`config.mk`:
```
export PLATFORM = sky130hd
export DESIGN_NAME = timer_subsystem
export DESIGN_NICKNAME = d
export VERILOG_FILES = /design/src/verilog/bus_pkg.sv /design/src/verilog/timer_pkg.sv /design/src/verilog/bus_decoder.sv /design/src/verilog/timer.sv /design/src/verilog/irq_controller.sv /design/src/verilog/timer_subsystem.sv
export VERILOG_INCLUDE_DIRS = /design/src /design/src/verilog
export SDC_FILE = /design/constraint.sdc
export NUM_CORES = 1
export LEC_CHECK = 0
export BUFFER_PORTS_ARGS = -buffer_cell sky130_fd_sc_hd__buf_2
export CAP_MARGIN = 20
export CORE_UTILIZATION = 50
export CTS_CLUSTER_DIAMETER = 200
export CTS_CLUSTER_SIZE = 20
export DETAILED_ROUTE_END_ITERATION = 6
export PLACE_DENSITY = 0.72
export SYNTH_ARGS = -nofsm -noshare
export SYNTH_HDL_FRONTEND = slang
export SYNTH_SLANG_ARGS = --single-unit
```
`constraint.sdc`:
```
create_clock -name bus -period 3.4 [get_ports bus]
set_input_delay 0.68 -clock bus [delete_from_list [all_inputs] [get_ports bus]]
set_output_delay 0.68 -clock bus [all_outputs]
set_load 0.02 [all_outputs]
```
`src/verilog/timer_params.svh`:
```
// ==========================================================
// address map and sizes shared by the timer peripheral.
// include in any file that decodes bus addresses.
// ==========================================================
`ifndef TIMER_PARAMS_SVH
`define TIMER_PARAMS_SVH

// byte address width of the processor bus.
`define BUS_ADDR_WIDTH 16

// number of timers; region n below this count is timer n.
`define TIMER_COUNT 2

// region field position and size inside the address.
`define REGION_LSB 4
`define REGION_WIDTH 4
`define IRQ_REGION 15

// word index inside a region, taken from address bits 3 and 2.
`define LOCAL_ADDRESS_WIDTH 2

`endif

```
`src/verilog/bus_pkg.sv`:
```
// ==========================================================
// request and response types of the memory-mapped bus, and
// the byte-strobe merge used by every register write.
// ==========================================================
`include "timer_params.svh"

package bus_pkg;

    localparam int BYTES_PER_WORD = 4;

    typedef logic [31:0] word_t;

    typedef struct packed {
        logic                       valid;
        logic                       write;
        logic [`BUS_ADDR_WIDTH-1:0] address;
        word_t                      wdata;
        logic [BYTES_PER_WORD-1:0]  byte_en;
    } bus_req_t;

    typedef struct packed {
        logic  ready;
        word_t rdata;
    } bus_rsp_t;

    // replace each strobed byte of the old word by the new byte.
    function automatic word_t write_merge(word_t old_word, word_t new_word,
                                          logic [BYTES_PER_WORD-1:0] byte_en);
        word_t merged;
        merged = old_word;
        for (int b = 0; b < BYTES_PER_WORD; b++) begin
            if (byte_en[b]) begin
                merged[8*b +: 8] = new_word[8*b +: 8];
            end
        end
        return merged;
    endfunction

endpackage

```
`src/verilog/timer_pkg.sv`:
```
// ==========================================================
// register layout of the timer and the local register map
// of the timer and the interrupt controller.
// ==========================================================
`include "timer_params.svh"

package timer_pkg;

    // reserved bits are kept as written.
    typedef struct packed {
        logic [27:0] reserved;
        logic        event_flag;
        logic        irq_enable;
        logic        cyclic_mode;
        logic        count_enable;
    } control_reg_t;

    typedef enum logic [`LOCAL_ADDRESS_WIDTH-1:0] {
        TIMER_CONTROL     = 2'd0,
        TIMER_REFILL      = 2'd1,
        TIMER_COUNT_VALUE = 2'd2
    } timer_reg_e;

    typedef enum logic [`LOCAL_ADDRESS_WIDTH-1:0] {
        IRQ_PENDING = 2'd0,
        IRQ_MASK    = 2'd1
    } irq_reg_e;

endpackage

```
`src/verilog/bus_decoder.sv`:
```
// ==========================================================
// splits the address space into regions, selects one target
// and returns its read data with a same-cycle ready.
// ==========================================================
`include "timer_params.svh"

module bus_decoder (
    input  bus_pkg::bus_req_t         req,
    input  bus_pkg::word_t            timer_rdata [`TIMER_COUNT],
    input  bus_pkg::word_t            irq_rdata,
    output logic [`TIMER_COUNT-1:0]   timer_sel,
    output logic                      irq_sel,
    output bus_pkg::bus_rsp_t         rsp
);

    import bus_pkg::*;

    logic [`REGION_WIDTH-1:0] region;
    word_t                    selected_rdata;

    assign region = req.address[`REGION_LSB +: `REGION_WIDTH];

    // ==========================================================
    // region decode
    // ==========================================================
    always_comb begin
        timer_sel = '0;
        for (int i = 0; i < `TIMER_COUNT; i++) begin
            if (req.valid && int'(region) == i) begin
                timer_sel[i] = 1'b1;
            end
        end
    end

    assign irq_sel = req.valid && (int'(region) == `IRQ_REGION);

    // ==========================================================
    // read data and response
    // ==========================================================
    // unmapped regions leave the read data at zero.
    always_comb begin
        selected_rdata = '0;
        for (int i = 0; i < `TIMER_COUNT; i++) begin
            if (timer_sel[i]) begin
                selected_rdata = timer_rdata[i];
            end
        end
        if (irq_sel) begin
            selected_rdata = irq_rdata;
        end
    end

    // no back-pressure: every valid request completes at once.
    assign rsp.ready = req.valid;
    assign rsp.rdata = selected_rdata;

endmodule

```
`src/verilog/timer.sv`:
```
// ==========================================================
// one countdown timer with control, refill and count words.
// instantiate once per timer region behind the bus decoder.
// ==========================================================
`include "timer_params.svh"

module timer (
    input  logic              bus,
    input  logic              rst,
    input  bus_pkg::bus_req_t req,
    input  logic              sel,
    output bus_pkg::word_t    rdata,
    output logic              timer_irq
);

    import bus_pkg::*;
    import timer_pkg::*;

    timer_reg_e   local_address;
    control_reg_t control_reg;
    word_t        refill_reg;
    word_t        count_reg;
    word_t        refill_next;
    logic         write_en;
    logic         expired;

    // word index from address bits 3 and 2.
    assign local_address = timer_reg_e'(req.address[2 +: `LOCAL_ADDRESS_WIDTH]);
    assign write_en      = req.valid && req.write && sel;
    assign expired       = control_reg.count_enable && (count_reg == '0);
    assign refill_next   = write_merge(refill_reg, req.wdata, req.byte_en);

    // ==========================================================
    // control register
    // ==========================================================
    // a bus write wins over the event update in the same cycle.
    always_ff @(posedge bus) begin
        if (rst) begin
            control_reg <= '0;
        end else if (write_en && local_address == TIMER_CONTROL) begin
            control_reg <= control_reg_t'(write_merge(word_t'(control_reg),
                                                      req.wdata, req.byte_en));
        end else if (expired) begin
            control_reg.event_flag <= 1'b1;
            // one-shot mode stops after the first event.
            if (!control_reg.cyclic_mode) begin
                control_reg.count_enable <= 1'b0;
            end
        end
    end

    // ==========================================================
    // refill and count registers
    // ==========================================================
    always_ff @(posedge bus) begin
        if (rst) begin
            refill_reg <= '0;
            count_reg  <= '0;
        end else if (write_en && local_address == TIMER_REFILL) begin
            refill_reg <= refill_next;
            count_reg  <= refill_next;
        end else if (control_reg.count_enable && count_reg != '0) begin
            count_reg <= count_reg - 1'b1;
        end else begin
            // reload at zero, track refill while stopped.
            count_reg <= refill_reg;
        end
    end

    // local address 3 also returns the count.
    always_comb begin
        case (local_address)
            TIMER_CONTROL: rdata = word_t'(control_reg);
            TIMER_REFILL:  rdata = refill_reg;
            default:       rdata = count_reg;
        endcase
    end

    assign timer_irq = control_reg.event_flag && control_reg.irq_enable;

endmodule

```
`src/verilog/irq_controller.sv`:
```
// ==========================================================
// collects the timer interrupt lines into a sticky pending
// register and masks them onto one interrupt output.
// ==========================================================
`include "timer_params.svh"

module irq_controller (
    input  logic                    bus,
    input  logic                    rst,
    input  bus_pkg::bus_req_t       req,
    input  logic                    sel,
    input  logic [`TIMER_COUNT-1:0] timer_irq,
    output bus_pkg::word_t          rdata,
    output logic                    irq
);

    import bus_pkg::*;
    import timer_pkg::*;

    irq_reg_e                local_address;
    logic [`TIMER_COUNT-1:0] timer_irq_d;
    logic [`TIMER_COUNT-1:0] rising;
    logic [`TIMER_COUNT-1:0] pending;
    logic [`TIMER_COUNT-1:0] mask;
    logic [`TIMER_COUNT-1:0] clear;
    word_t                   clear_word;
    word_t                   mask_next;
    logic                    write_en;

    assign local_address = irq_reg_e'(req.address[2 +: `LOCAL_ADDRESS_WIDTH]);
    assign write_en      = req.valid && req.write && sel;
    assign rising        = timer_irq & ~timer_irq_d;

    // only strobed bytes can clear pending bits.
    assign clear_word = write_merge('0, req.wdata, req.byte_en);
    assign clear      = (write_en && local_address == IRQ_PENDING) ?
                        clear_word[`TIMER_COUNT-1:0] : '0;
    assign mask_next  = write_merge(word_t'(mask), req.wdata, req.byte_en);

    always_ff @(posedge bus) begin
        if (rst) begin
            timer_irq_d <= '0;
            pending     <= '0;
            mask        <= '0;
        end else begin
            timer_irq_d <= timer_irq;
            // a new edge beats a clear in the same cycle.
            pending <= (pending & ~clear) | rising;
            if (write_en && local_address == IRQ_MASK) begin
                mask <= mask_next[`TIMER_COUNT-1:0];
            end
        end
    end

    always_comb begin
        case (local_address)
            IRQ_PENDING: rdata = word_t'(pending);
            IRQ_MASK:    rdata = word_t'(mask);
            default:     rdata = '0;
        endcase
    end

    assign irq = |(pending & mask);

endmodule

```
`src/verilog/timer_subsystem.sv`:
```
// ==========================================================
// timer peripheral top level: address decoder, a bank of
// timers and the interrupt controller on one bus port.
// ==========================================================
`include "timer_params.svh"

module timer_subsystem (
    input  logic              bus,
    input  logic              rst,
    input  bus_pkg::bus_req_t req,
    output bus_pkg::bus_rsp_t rsp,
    output logic              irq
);

    import bus_pkg::*;

    logic [`TIMER_COUNT-1:0] timer_sel;
    logic [`TIMER_COUNT-1:0] timer_irq;
    logic                    irq_sel;
    word_t                   timer_rdata [`TIMER_COUNT];
    word_t                   irq_rdata;

    bus_decoder bus_decoder_i (
        .req         (req),
        .timer_rdata (timer_rdata),
        .irq_rdata   (irq_rdata),
        .timer_sel   (timer_sel),
        .irq_sel     (irq_sel),
        .rsp         (rsp)
    );

    // one timer per region, starting at region 0.
    for (genvar i = 0; i < `TIMER_COUNT; i++) begin : g_timer
        timer timer_i (
            .bus       (bus),
            .rst       (rst),
            .req       (req),
            .sel       (timer_sel[i]),
            .rdata     (timer_rdata[i]),
            .timer_irq (timer_irq[i])
        );
    end

    irq_controller irq_controller_i (
        .bus       (bus),
        .rst       (rst),
        .req       (req),
        .sel       (irq_sel),
        .timer_irq (timer_irq),
        .rdata     (irq_rdata),
        .irq       (irq)
    );

endmodule

```
; ---- Word level (Yosys, flattened, before mapping)
; Cells that the tools add are included.
[word_totals]
ff_bits = 198
inputBits = 56
[op_classes]
n_reduce_logical = 41
eq_ne = 7
n_addsub = 2
muxes = 34
bitwise = 6
[ops]
columns = operator, n
row1 = 2-to-1 mux 32 bit, 7
row2 = one-hot mux 32 bit (2 select lines), 2
row3 = zero test 32 bit, 2
row4 = 2-to-1 mux 8 bit, 8
row5 = nonzero test 32 bit, 2
row6 = "subtractor 32 x 1 -> 32 bit, second input constant", 2
row7 = AND reduction 2 bit, 11
row8 = logical AND 1 bit, 19
row9 = 2-to-1 mux 1 bit, 12
row10 = 2-to-1 mux 4 bit, 2
row11 = "inequality test 2 bit, second input constant", 4
row12 = bitwise AND 2 bit, 3
row13 = AND reduction 3 bit, 2
row14 = "== test 4 x 1 -> 1 bit, second input constant", 1
row15 = "== test 4 x 2 -> 1 bit, second input constant", 1
row16 = zero test 4 bit, 1
row17 = 2-to-1 mux 2 bit, 2
row18 = inverter 2 bit, 2
row19 = one-hot mux 2 bit (2 select lines), 1
row20 = nonzero test 2 bit, 2
row21 = "== test 2 x 1 -> 1 bit, second input constant", 1
row22 = zero test 2 bit, 1
row23 = bitwise OR 2 bit, 1
row24 = OR reduction 2 bit, 1

; ---- Logic depth before layout (Yosys ltp)
; Gate-level depths: netlist of run 1.
[depth]
ltp_word = 8
ltp_mapped = 10
mapped_depth_nobuf = 8

; ---- Cells and area by module
; Synthesis of run 1 repeated with hierarchy kept, for this count alone.
[unflattened]
hier_cells = 1509
hier_area_um2 = 12166.7
[by_module_without_submodules]
columns = module, seq_area_each_um2, cells_per_inst, n_inst, area_per_inst_um2
row1 = timer, 1921.8, 665, 2, 5337.6
row2 = bus_decoder, 0.0, 119, 1, 969.7
row3 = irq_controller, 120.1, 60, 1, 521.8

; ---- Worst setup path before layout of run 1
; No wires, ideal clock.
[synth_timing]
kind = input port to output port
start = input req[38] (netlist name)
end = output rsp[1] (netlist name)
required_ns = 2.720
path_stages = 7
t_arrival_ns = 2.572
path_buffers = 3
path_slack_ns = 0.148
cell_sequence = clkbuf_1 clkbuf_1 buf_1 mux2i_1 nor2_1 a21oi_1 o31ai_1
[synth_rtl]
columns = item, line_no
row1 = "start, declared", timer_subsystem.sv:10  ; input bus_pkg::bus_req_t req,
row2 = "end, declared", timer_subsystem.sv:11  ; output bus_pkg::bus_rsp_t rsp,

==> flow_metrics.py, run 1 <==
metrics = {
    "status": {
        "status": "finished clean",
    },
    "global_route": {
        "grt_pass1_wl_um": 54200,
        "grt_util_all_layers_pct": 31.0,
        "grt_pass1_vias": 9613,
        "antenna_found_initial": 0,
        "grt_start_max_net_pins": 66,
        "grt-ovfl-total": 0,
    },
    "floorplan": {
        "num_rows": 53,
        "start_util_pct": 51.6,
        "die_h_um": 151,
        "die_area_um2": 22700,
        "die_w_um": 151,
        "io_pins": 90,
        "coreArea_um2": 21400,
    },
    "clock_tree": {
        "cts_tree": "yes",
        "clk_latency_ns": 0.44,
        "numCtsBuffers": 17,
        "clockBufferDepth": 2,
        "htree_levels": 4,
        "post-cts-setup-buffers": 0,
        "cts_resized": 0,
        "clk_pin_slew_worst_paths_ns": 0.07,
        "clkSinkCount": 198,
        "cts.hold.buffers_added": 0,
        "cts_root_buf": "clkbuf_16",
    },
    "placement": {
        "gp_congestion": 0.942,
        "place.port_buffers": 79,
        "placed_area_um2": 11800,
        "hpwlAfterDp_um": 24500,
    },
    "logic_synthesis": {
        "yosys_register_bits": 198,
        "synth_ff_type": "dfxtp_1",
        "synth-edff-count": 0,
        "synth_top_area_share_pct": 35.9,
        "synth_area_um2": 11000,
        "syn_avg_cell_area_um2": 7.66,
        "netlist_top_cells_area": "dfxtp_1 36%, mux2i_1 11%, a21oi_1 8.4%, nand2_1 6.3%, nor2_1 6.0%",
        "synth_async_sr_flop_share_pct": 0,
        "seq_area_frac_synth_pct": 35.9,
        "yosysTopAreaCell": "dfxtp_1",
        "synth_cells": 1440,
        "ys_types": 64,
        "ys.warnings.count": 0,
        "synthesis.nets": 1500,
    },
    "power": {
        "combPwrFrac_pct": 7.6,
        "ir_drop_mv": 0.301,
        "p_sw_share_pct": 24.5,
        "p_int_uw": 3610,
        "power_switching_uw": 1170,
        "pwr-share-seq_pct": 48.7,
        "clockPowerShare_pct": 43.8,
        "powerDensity_nw_per_um2": 385,
        "power_leakage_uw": 0.00482,
    },
    "job": {
        "cap_violations": 0,
    },
    "setup_path": {
        "path_cells": "buf_4, buf_12, mux2i_1, nor2_1, a21oi_1, o32a_1, o31ai_1, buf_2",
        "critPathKind": "input port to output pin",
        "startpoint_type": "input port",
        "slowest_stage": "buf_4",
        "slowest_delay_ns": 0.36,
        "path_max_fanout": 23,
        "cp.buffers_inverters": 3,
        "arrival_ns": 2.29,
        "r2r_slack_ns": 0.49,
        "worstPathRequired_ns": 2.72,
        "critical-path-top-delay-family": "buffers and inverters",
        "end_kind": "output pin",
    },
    "route": {
        "drc": 0,
        "drt_iter0_markers": 1322,
        "vias": 10800,
        "detail-route-antenna-nets": 0,
        "drtPass1Iterations": 6,
        "vias_per_cell": 6.11,
        "wire_per_inst_um": 19.6,
        "wl_um": 34600,
    },
    "cells_and_area": {
        "n_fill_cell": 1945,
        "area_growth_pct": 12.4,
        "drive_gt1_share_pct": 12.4,
        "nNetsFinal": 1538,
        "final_area_um2": 12400,
        "antennaDiodeCount": 0,
    },
    "sta": {
        "tightest_slew_ns": 0.705,
        "setup_viol": 0,
        "grt_setup_unrepaired": "no",
        "skew_ns": 0.0102,
        "timing.final.crit_share_pct": 87.4,
        "hold_viol": 0,
        "period_needed_ns": 2.97,
        "fmax_mhz": 336,
        "timing.final.max_slew_violations": 0,
        "fin_setup_tns_ns": 0,
        "relSlewSlack_pct": 52.8,
    },
    "hold_path": {
        "worstHoldPathType": "register to register",
    },
}
-- worst register-to-register path, cell delays in order (launching register included) --
cell	delay (ns)
dfxtp_1	0.35
or4_1	0.59
or4_1	0.52
nor4_4	0.44
or2_2	0.45
nor2_1	0.20
a22o_1	0.26
-- metal layers --
layer  GRT usage [%]  share of wire [%]  routed length, µm  up-vias
met2            47.6                 45              15600      474
li1                -                  -                  -     5171
met1            44.6                 45              15600     5081
met3            3.58                7.3               2510       64
met4            11.2                2.5                875        0
met5               0                  0                  0        -
-- through the flow --
step                      cells  power (µW)  util [%]  setup slack [ns]  hold slack, ns
after floorplan            1440        2590         -             0.148           0.395
after global placement     1734        2730      55.2             0.386           0.401
after detailed placement   1734        2730      55.2             0.405           0.411
after CTS                  1765        4770      58.0             0.425           0.421
after global routing       1765        4890      58.0             0.365           0.437
final                      1765        4780      58.0             0.427           0.423
-- cell type report --
type / count / area, µm² / area share (%)
Clock buffer: 19 / 443 / 3.57
Clock inverter: 12 / 155 / 1.25
Inverter: 11 / 41.3 / 0.333
Multi-Input combinational cell: 1126 / 6600 / 53.3
Sequential cell: 198 / 3960 / 32.0
Tap cell: 275 / 344 / 2.78
Timing Repair Buffer: 124 / 845 / 6.81
-- power groups by stage --
stage / combinational, µW / sequential [µW] / clock (µW)
2_1_floorplan: 209 / 2380 / 0
3_3_place_gp: 348 / 2380 / 0
3_5_place_dp: 351 / 2380 / 0
4_1_cts: 352 / 2320 / 2090
5_1_grt: 378 / 2320 / 2190
6_report: 362 / 2320 / 2090
-- worst paths after layout --
path / from / to / cells past startpoint
worst max-delay path: req[38] / rsp[1] / 8
worst min-delay path: irq_controller_i.timer_irq_d[0]$_SDFF_PP0_ / irq_controller_i.pending[0]$_SDFF_PP0_ / 1
worst min register to register: irq_controller_i.timer_irq_d[0]$_SDFF_PP0_ / irq_controller_i.pending[0]$_SDFF_PP0_ / 1
worst max register to register: g_timer[1].timer_i.count_reg[26]$_SDFF_PP0_ / g_timer[1].timer_i.count_reg[10]$_SDFF_PP0_ / 6
-- cell usage in the layout (no fill, tap or decap), types with 5 or more instances in the layout --
master,netlist,routed
dfxtp_1,198,198
nand2_1,185,185
a21oi_1,184,184
nor2_1,177,177
mux2i_1,123,123
nand3_1,101,101
buf_2,7,76
o21ai_0,56,56
buf_4,3,39
nor3_1,36,34
xor2_1,30,30
xnor2_1,26,26
nor4_1,23,23
clkbuf_16,0,17
a211oi_1,16,16
a31oi_1,15,15
nor3b_1,12,12
nand2b_1,12,12
inv_1,11,11
mux2_2,9,9
o31ai_1,9,8
nand4_1,8,8
clkinvlp_4,0,8
buf_12,0,8
and3_1,7,7
o22ai_1,7,7
o32ai_1,7,7
nand3b_1,6,6
or3_1,6,6
a21boi_0,5,5
a32oi_1,5,5
-- logic make-up after synthesis --
kind of cell    synth area share [%]
compound gates                  17.1
mux                             12.1
simple gates                    25.6
flops                           35.9
buf+inv                         4.33
xor+xnor                        4.45
fa+ha+maj                      0.454
-- Yosys cell counts, types with 5 or more instances --
master / count
nor3b_1: 12
and3_1: 7
inv_1: 11
a32oi_1: 5
nor3_1: 36
o22ai_1: 7
or3_1: 6
o21ai_0: 56
nor4_1: 23
a31oi_1: 15
mux2_2: 9
clkbuf_1: 80
a211oi_1: 16
a21boi_0: 5
o31ai_1: 9
nand2_1: 185
o32ai_1: 7
nor2_1: 177
buf_2: 7
xnor2_1: 26
xor2_1: 30
nand3_1: 101
mux2i_1: 123
nand4_1: 8
buf_1: 12
dfxtp_1: 198
nand3b_1: 6
nand2b_1: 12
a21oi_1: 184
(Power assumes the default switching activity.)
==> inputs of run 2 (changes only) <==
--- a/config.mk
+++ b/config.mk
@@ -8,11 +8,12 @@
 export LEC_CHECK = 0
 export BUFFER_PORTS_ARGS = -buffer_cell sky130_fd_sc_hd__buf_2
 export CAP_MARGIN = 20
-export CORE_UTILIZATION = 50
-export CTS_CLUSTER_DIAMETER = 200
+export CORE_UTILIZATION = 32
+export CTS_CLUSTER_DIAMETER = 80
 export CTS_CLUSTER_SIZE = 20
 export DETAILED_ROUTE_END_ITERATION = 6
-export PLACE_DENSITY = 0.72
+export PLACE_DENSITY = 0.52
 export SYNTH_ARGS = -nofsm -noshare
 export SYNTH_HDL_FRONTEND = slang
+export SYNTH_HIERARCHICAL = 1
 export SYNTH_SLANG_ARGS = --single-unit
==> run 2 against run 1 <==
  * Die area rose by 71%
  * Clock skew rose by 0.0052 ns
  * Register-to-register slack improved by 0.03 ns
  * Non-clock buffer count rose by 13
  * Power rose by 2.0%
  * Fmax fell by 7.2%
  * Critical path depth fell by 1
  * Final area rose by 10%
  * Clock power rose by 2%
  * Sequential share of layout area fell by 3.0 points
  * Count of clock-buffer cells in the layout rose by 2
  * Largest cell class unchanged
  * Global-route usage fell by 9.8 points
==> flow_metrics.py, run 2 <==
metrics = {
    "setup_path": {
        "end_kind": "output pin",
        "crit_start": "req[38]",
        "timing.rr.start": "g_timer[0].timer_i/count_reg[17]$_SDFF_PP0_",
        "slowest_stage": "buf_4",
        "ff2ff_path_depth": 5,
        "cp.buffers_inverters": 3,
        "r2r_end": "g_timer[0].timer_i/count_reg[30]$_SDFF_PP0_",
        "crit_top_cell": "mux2i_1",
        "path_max_fanout": 27,
        "critical-path-top-delay-family": "buffers and inverters",
        "path_cells": "buf_4, buf_12, mux2i_1, o21ai_0, mux2i_1, o22ai_2, buf_2",
        "startpoint_type": "input port",
        "slowest_delay_ns": 0.50,
        "critPathKind": "input port to output pin",
        "worstPathRequired_ns": 2.72,
        "r2r_slack_ns": 0.52,
        "arrival_ns": 2.52,
    },
    "logic_synthesis": {
        "syn_avg_cell_area_um2": 8.06,
        "netlist_top_cells_area": "dfxtp_1 33%, mux2i_1 15%, nand2_1 8.5%, a21oi_1 3.9%, o21ai_0 3.9%",
        "synthXorXnorAreaFrac_pct": 3.02,
        "synth_cells": 1509,
        "synth_most_common_cell": "nand2_1",
        "yosys_register_bits": 198,
        "synth_top_area_share_pct": 32.6,
        "synth_compound_area_share_pct": 20.1,
        "synth_top_family_by_area": "simple AND/OR/NAND/NOR gates",
        "synth.top_cells.by_count": "274 x nand2_1, 198 x dfxtp_1, 182 x mux2i_1",
        "yosysTopAreaCell": "dfxtp_1",
        "ys_types": 59,
        "seq_area_frac_synth_pct": 32.6,
        "synth-edff-count": 0,
        "synthMuxAreaShare_pct": 15.0,
        "synth_async_sr_flop_share_pct": 0,
        "synth_ff_type": "dfxtp_1",
        "synthAdderAreaFrac_pct": 0.411,
        "ys.warnings.count": 6,
        "synth_area_um2": 12200,
        "synth_simple_gate_area_share_pct": 22.3,
    },
    "floorplan": {
        "die_area_um2": 38800,
        "num_rows": 71,
        "start_util_pct": 32.4,
        "die_w_um": 197,
        "coreArea_um2": 37600,
        "die_h_um": 197,
        "io_pins": 90,
    },
    "power": {
        "power_leakage_uw": 0.00495,
        "powerDensity_nw_per_um2": 357,
        "ir_drop_mv": 0.365,
    },
    "route": {
        "wl_um": 40700,
        "drc": 0,
        "vias_per_cell": 5.38,
        "detail-route-antenna-nets": 0,
        "drtPass1Iterations": 5,
        "wire_per_inst_um": 19.7,
        "vias": 11100,
        "drt_iter0_markers": 822,
    },
    "sta": {
        "timing.final.crit_share_pct": 94.2,
        "setup_viol": 0,
        "timing.final.max_slew_violations": 0,
        "skew_ns": 0.0154,
        "fmax_mhz": 312,
        "hold_viol": 0,
        "tightest_slew_ns": 0.873,
        "fin_setup_tns_ns": 0,
        "relSlewSlack_pct": 41.8,
        "period_needed_ns": 3.20,
        "grt_setup_unrepaired": "no",
    },
    "hold_path": {
        "worstHoldPathType": "register to register",
        "hold_end": "g_timer[1].timer_i/control_reg[4]$_SDFFE_PP0P_",
        "hold-path-cell-count": 2,
        "hp-start": "g_timer[1].timer_i/control_reg[4]$_SDFFE_PP0P_",
    },
    "cells_and_area": {
        "n_fill_cell": 3928,
        "area_growth_pct": 12.2,
        "drive_gt1_share_pct": 14.5,
        "nNetsFinal": 1606,
        "final_common_cell": "nand2_1",
        "antennaDiodeCount": 0,
        "mostFrequentLayoutCells": "274 x nand2_1, 198 x dfxtp_1, 182 x mux2i_1",
        "final_area_um2": 13700,
    },
    "clock_tree": {
        "clk_latency_ns": 0.45,
        "cts_resized": 0,
        "post-cts-setup-buffers": 0,
        "htree_levels": 4,
        "clockBufferDepth": 2,
        "cts_root_buf": "clkbuf_16",
        "cts.hold.buffers_added": 0,
        "numCtsBuffers": 17,
        "cts_tree": "yes",
        "clkSinkCount": 198,
        "clk_pin_slew_worst_paths_ns": 0.07,
    },
    "job": {
        "cap_violations": 0,
    },
    "placement": {
        "placed_area_um2": 13000,
        "hpwlAfterDp_um": 29200,
        "gp_congestion": 0.866,
        "place.port_buffers": 79,
    },
    "global_route": {
        "antenna_found_initial": 0,
        "grt_util_all_layers_pct": 21.2,
        "grt_pass1_vias": 10200,
        "grt_start_max_net_pins": 65,
        "grt-ovfl-total": 0,
        "grt_pass1_wl_um": 62500,
    },
    "status": {
        "status": "finished clean",
    },
}
[run 2: metal layers]
metal	up-vias	part of all wire (%)	wire, µm	GRT usage, %
met1	5321	48	19700	30.5
met3	43	5.3	2160	3.11
met5	-	0	0	0
met2	340	44	17900	32.6
met4	0	2.4	980	6.03
li1	5437	-	-	-
[run 2: per-stage QoR]
| step | utilization [%] | instances | setup slack [ns] | total power (µW) | hold slack [ns] |
|---|---|---|---|---|---|
| finish | 36.3 | 2070 | 0.196 | 4870 | 0.460 |
| CTS | 36.3 | 2069 | 0.258 | 4920 | 0.462 |
| floorplan | - | 1538 | 0.311 | 2630 | 0.436 |
| detailed placement | 34.7 | 2037 | 0.0918 | 2770 | 0.452 |
| global route | 36.3 | 2070 | 0.0655 | 5040 | 0.469 |
| global placement | 34.7 | 2036 | 0.109 | 2770 | 0.442 |
[run 2: logic make-up (layout without fill, tap and decap cells)]
| family | count (synthesis) | in the layout |
|---|---|---|
| compound gates | 343 | 343 |
| xor+xnor | 42 | 42 |
| fa+ha+maj | 4 | 4 |
| buf+inv | 160 | 181 |
| flops | 198 | 198 |
| mux | 182 | 182 |
| other cells | 1 | 30 |
| simple gates | 579 | 579 |
[run 2: power breakdown]
part	leakage (µW)	total, µW	switching (µW)	internal [µW]
Combinational	0.00308	407	288	120
Clock	0.000284	2140	962	1180
Sequential	0.00159	2320	2.05	2320
[run 2: final cells by class]
type	count	area, µm²	area share (%)
Clock buffer	21	450	3.30
Clock inverter	11	149	1.09
Inverter	12	45.0	0.330
Multi-Input combinational cell	1180	7510	55.0
Sequential cell	198	3960	29.0
Tap cell	511	639	4.68
Timing Repair Buffer	137	900	6.59
[run 2: worst max path at each step]
| stage | endpoint | cells after the start |
|---|---|---|
| finish | rsp[19] | 7 |
| global route | rsp[19] | 7 |
| CTS | rsp[16] | 7 |
| detailed placement | g_timer[0].timer_i/count_reg[30]$_SDFF_PP0_ | 8 |
| global placement | g_timer[0].timer_i/count_reg[30]$_SDFF_PP0_ | 8 |
| floorplan | g_timer[0].timer_i/control_reg[16]$_SDFFE_PP0P_ | 11 |
[run 2: tightest hold or removal path: cells and delay by family (launching register included)]
family | cells | cell delay [ns]
AND/OR/NAND/NOR | 1 | 0.05
AO/OA/AOI/OAI | 1 | 0.05
flip-flops | 1 | 0.31
==> inputs of run 3 (changes only) <==
--- a/config.mk
+++ b/config.mk
@@ -6,12 +6,14 @@
 export SDC_FILE = /design/constraint.sdc
 export NUM_CORES = 1
 export LEC_CHECK = 0
+export ABC_AREA = 1
 export BUFFER_PORTS_ARGS = -buffer_cell sky130_fd_sc_hd__buf_2
 export CAP_MARGIN = 20
 export CORE_UTILIZATION = 32
 export CTS_CLUSTER_DIAMETER = 80
 export CTS_CLUSTER_SIZE = 20
 export DETAILED_ROUTE_END_ITERATION = 6
+export GPL_TIMING_DRIVEN = 1
 export PLACE_DENSITY = 0.52
 export SYNTH_ARGS = -nofsm -noshare
 export SYNTH_HDL_FRONTEND = slang
==> run 3 against run 2 <==
  * Sequential power barely moved
  * Routed wire length rose by 5.8%
  * First-iteration DRC count increased by 23%
  * Clock skew hardly changed
  * Die area is essentially flat
  * Sequential share of layout area grew 0.48 points
  * Fmax increased by 6.8%
  * Synthesized cell count rose by 31%
  * Critical path depth is 1 higher
  * Via count rose by 14%
  * Power shrank 3.1%
  * Register-to-register slack improved by 0.75 ns
==> flow_metrics.py, run 3 <==
metrics = {
    "hold_path": {
        "hp-start": "irq_controller_i/timer_irq_d[1]$_SDFF_PP0_",
        "hold_end": "irq_controller_i/pending[1]$_SDFF_PP0_",
        "worstHoldPathType": "register to register",
        "hold-path-cell-count": 3,
    },
    "global_route": {
        "grt_use_met1_pct": 30.7,
        "grt_start_max_net_pins": 67,
        "grt_use_met2_pct": 34.8,
        "top_usage_layer": "met2",
        "grt_pass1_wl_um": 67100,
        "antenna_found_initial": 0,
        "grt-ovfl-total": 0,
        "grt_util_all_layers_pct": 22.1,
        "use_met3_pct": 2.44,
        "grt_pass1_vias": 11800,
    },
    "setup_path": {
        "worstPathRequired_ns": 2.72,
        "critPathKind": "input port to output pin",
        "end_kind": "output pin",
        "ff2ff_path_depth": 11,
        "startpoint_type": "input port",
        "r2r_end": "g_timer[1].timer_i/count_reg[18]$_SDFF_PP0_",
        "path_max_fanout": 21,
        "r2r_slack_ns": 1.27,
        "timing.rr.start": "g_timer[1].timer_i/count_reg[18]$_SDFF_PP0_",
        "arrival_ns": 2.32,
    },
    "cells_and_area": {
        "antennaDiodeCount": 0,
        "mostFrequentLayoutCells": "670 x nand2_1, 202 x nand3_1, 198 x dfxtp_1",
        "final_common_cell": "nand2_1",
        "area_growth_pct": 10.4,
        "n_fill_cell": 4116,
        "nNetsFinal": 2047,
        "final_area_um2": 13400,
        "drive_gt1_share_pct": 8.90,
    },
    "floorplan": {
        "io_pins": 90,
        "die_w_um": 197,
        "start_util_pct": 32.4,
        "num_rows": 71,
        "die_h_um": 197,
        "die_area_um2": 38800,
        "coreArea_um2": 37600,
    },
    "power": {
        "power_leakage_uw": 0.00564,
        "powerDensity_nw_per_um2": 351,
        "ir_drop_mv": 0.349,
        "power.total_uw": 4720,
    },
    "clock_tree": {
        "htree_levels": 4,
        "clk_pin_slew_worst_paths_ns": 0.07,
        "cts_resized": 0,
        "clkSinkCount": 198,
        "post-cts-setup-buffers": 0,
        "cts.hold.buffers_added": 0,
        "clockBufferDepth": 2,
        "clk_latency_ns": 0.44,
        "cts_tree": "yes",
        "cts_root_buf": "clkbuf_16",
        "numCtsBuffers": 17,
    },
    "logic_synthesis": {
        "seq_area_frac_synth_pct": 32.6,
        "synth_area_um2": 12200,
        "syn_avg_cell_area_um2": 6.17,
        "synth-edff-count": 0,
        "synth_async_sr_flop_share_pct": 0,
        "netlist_top_cells_area": "dfxtp_1 33%, nand2_1 21%, nand3_1 8.3%, a21oi_1 7.2%, nor2_1 4.4%",
        "ys_types": 34,
        "synth_cells": 1971,
        "synth_top_area_share_pct": 32.6,
        "synth_ff_type": "dfxtp_1",
        "synth_most_common_cell": "nand2_1",
        "yosysTopAreaCell": "dfxtp_1",
        "yosys_register_bits": 198,
        "ys.warnings.count": 6,
        "synth.top_cells.by_count": "670 x nand2_1, 202 x nand3_1, 198 x dfxtp_1",
    },
    "sta": {
        "setup_viol": 0,
        "fin_setup_tns_ns": 0,
        "skew_ns": 0.0155,
        "tightest_slew_ns": 0.842,
        "timing.final.max_slew_violations": 0,
        "fmax_mhz": 333,
        "timing.final.crit_share_pct": 88.2,
        "grt_setup_unrepaired": "no",
        "relSlewSlack_pct": 43.8,
        "period_needed_ns": 3.00,
        "hold_viol": 0,
    },
    "placement": {
        "gp_congestion": 0.924,
        "place.port_buffers": 79,
        "placed_area_um2": 12900,
        "hpwlAfterDp_um": 32200,
    },
    "job": {
        "cap_violations": 0,
    },
    "route": {
        "drt_iter0_markers": 1014,
        "detail-route-antenna-nets": 0,
        "drc": 0,
        "vias": 12700,
        "vias_per_cell": 5.07,
        "wl_um": 43100,
        "drtPass1Iterations": 7,
        "wire_per_inst_um": 17.2,
    },
    "status": {
        "status": "finished clean",
    },
}
run 3: critical path, cell delays in order:
cell      delay (ns)
buf_2           0.32
inv_2           0.23
nand2_1         0.10
buf_4           0.27
o221ai_1        0.17
nand4_1         0.11
nand3_1         0.19
buf_2           0.23
run 3: through the flow:
| stage | util (%) | setup slack (ns) | hold WS (ns) | cells |
|---|---|---|---|---|
| finish | 35.7 | 0.401 | 0.456 | 2511 |
| CTS | 35.7 | 0.425 | 0.457 | 2511 |
| global placement | 34.2 | 0.442 | 0.445 | 2479 |
| floorplan | - | 1.10 | 0.429 | 2000 |
| detailed placement | 34.2 | 0.436 | 0.441 | 2479 |
| global route | 35.7 | 0.333 | 0.477 | 2511 |
run 3: cell type report:
cell class,count,area (µm²),area share (%)
multi-input cells,1510,6990,52.1
flip-flops and latches,198,3960,29.5
repair buffers,111,704,5.24
well taps,511,639,4.76
inverters,149,559,4.16
clock buffers,22,474,3.53
clock inverters,10,97.6,0.727
run 3: kinds of logic (layout without fill, tap and decap cells):
family	Yosys count	in the layout	synth area share, %
AO/OA/AOI/OAI	343	343	15.8
XOR/XNOR	16	16	1.15
adder cells (fa/ha/maj)	4	4	0.411
buffers and inverters	292	292	11.0
flip-flops	198	198	32.6
other	1	30	0.0308
AND/OR/NAND/NOR	1117	1117	39.0
run 3: layer usage:
metal | up-vias | wire [µm]
met5 | - | 0
li1 | 6486 | -
met4 | 0 | 1430
met3 | 60 | 1720
met1 | 5839 | 20600
met2 | 337 | 19300
run 3: worst max path at each step:
stage / slack [ns] / cells after the start / end / from
after floorplan: 1.10 / 6 / rsp[5] / req[39]
after global placement: 0.44 / 8 / rsp[28] / req[39]
after detailed placement: 0.44 / 8 / rsp[28] / req[39]
after CTS: 0.43 / 8 / rsp[28] / req[39]
after global routing: 0.33 / 8 / rsp[28] / req[39]
final: 0.40 / 8 / rsp[25] / req[39]
run 3: power by group:
part | internal, µW | total [µW] | switching [µW] | leakage (µW)
Clock | 1070 | 2030 | 954 | 0.000273
Combinational | 84.7 | 371 | 287 | 0.00377
Sequential | 2320 | 2320 | 1.38 | 0.00159
Total | 3480 | 4720 | 1240 | 0.00564
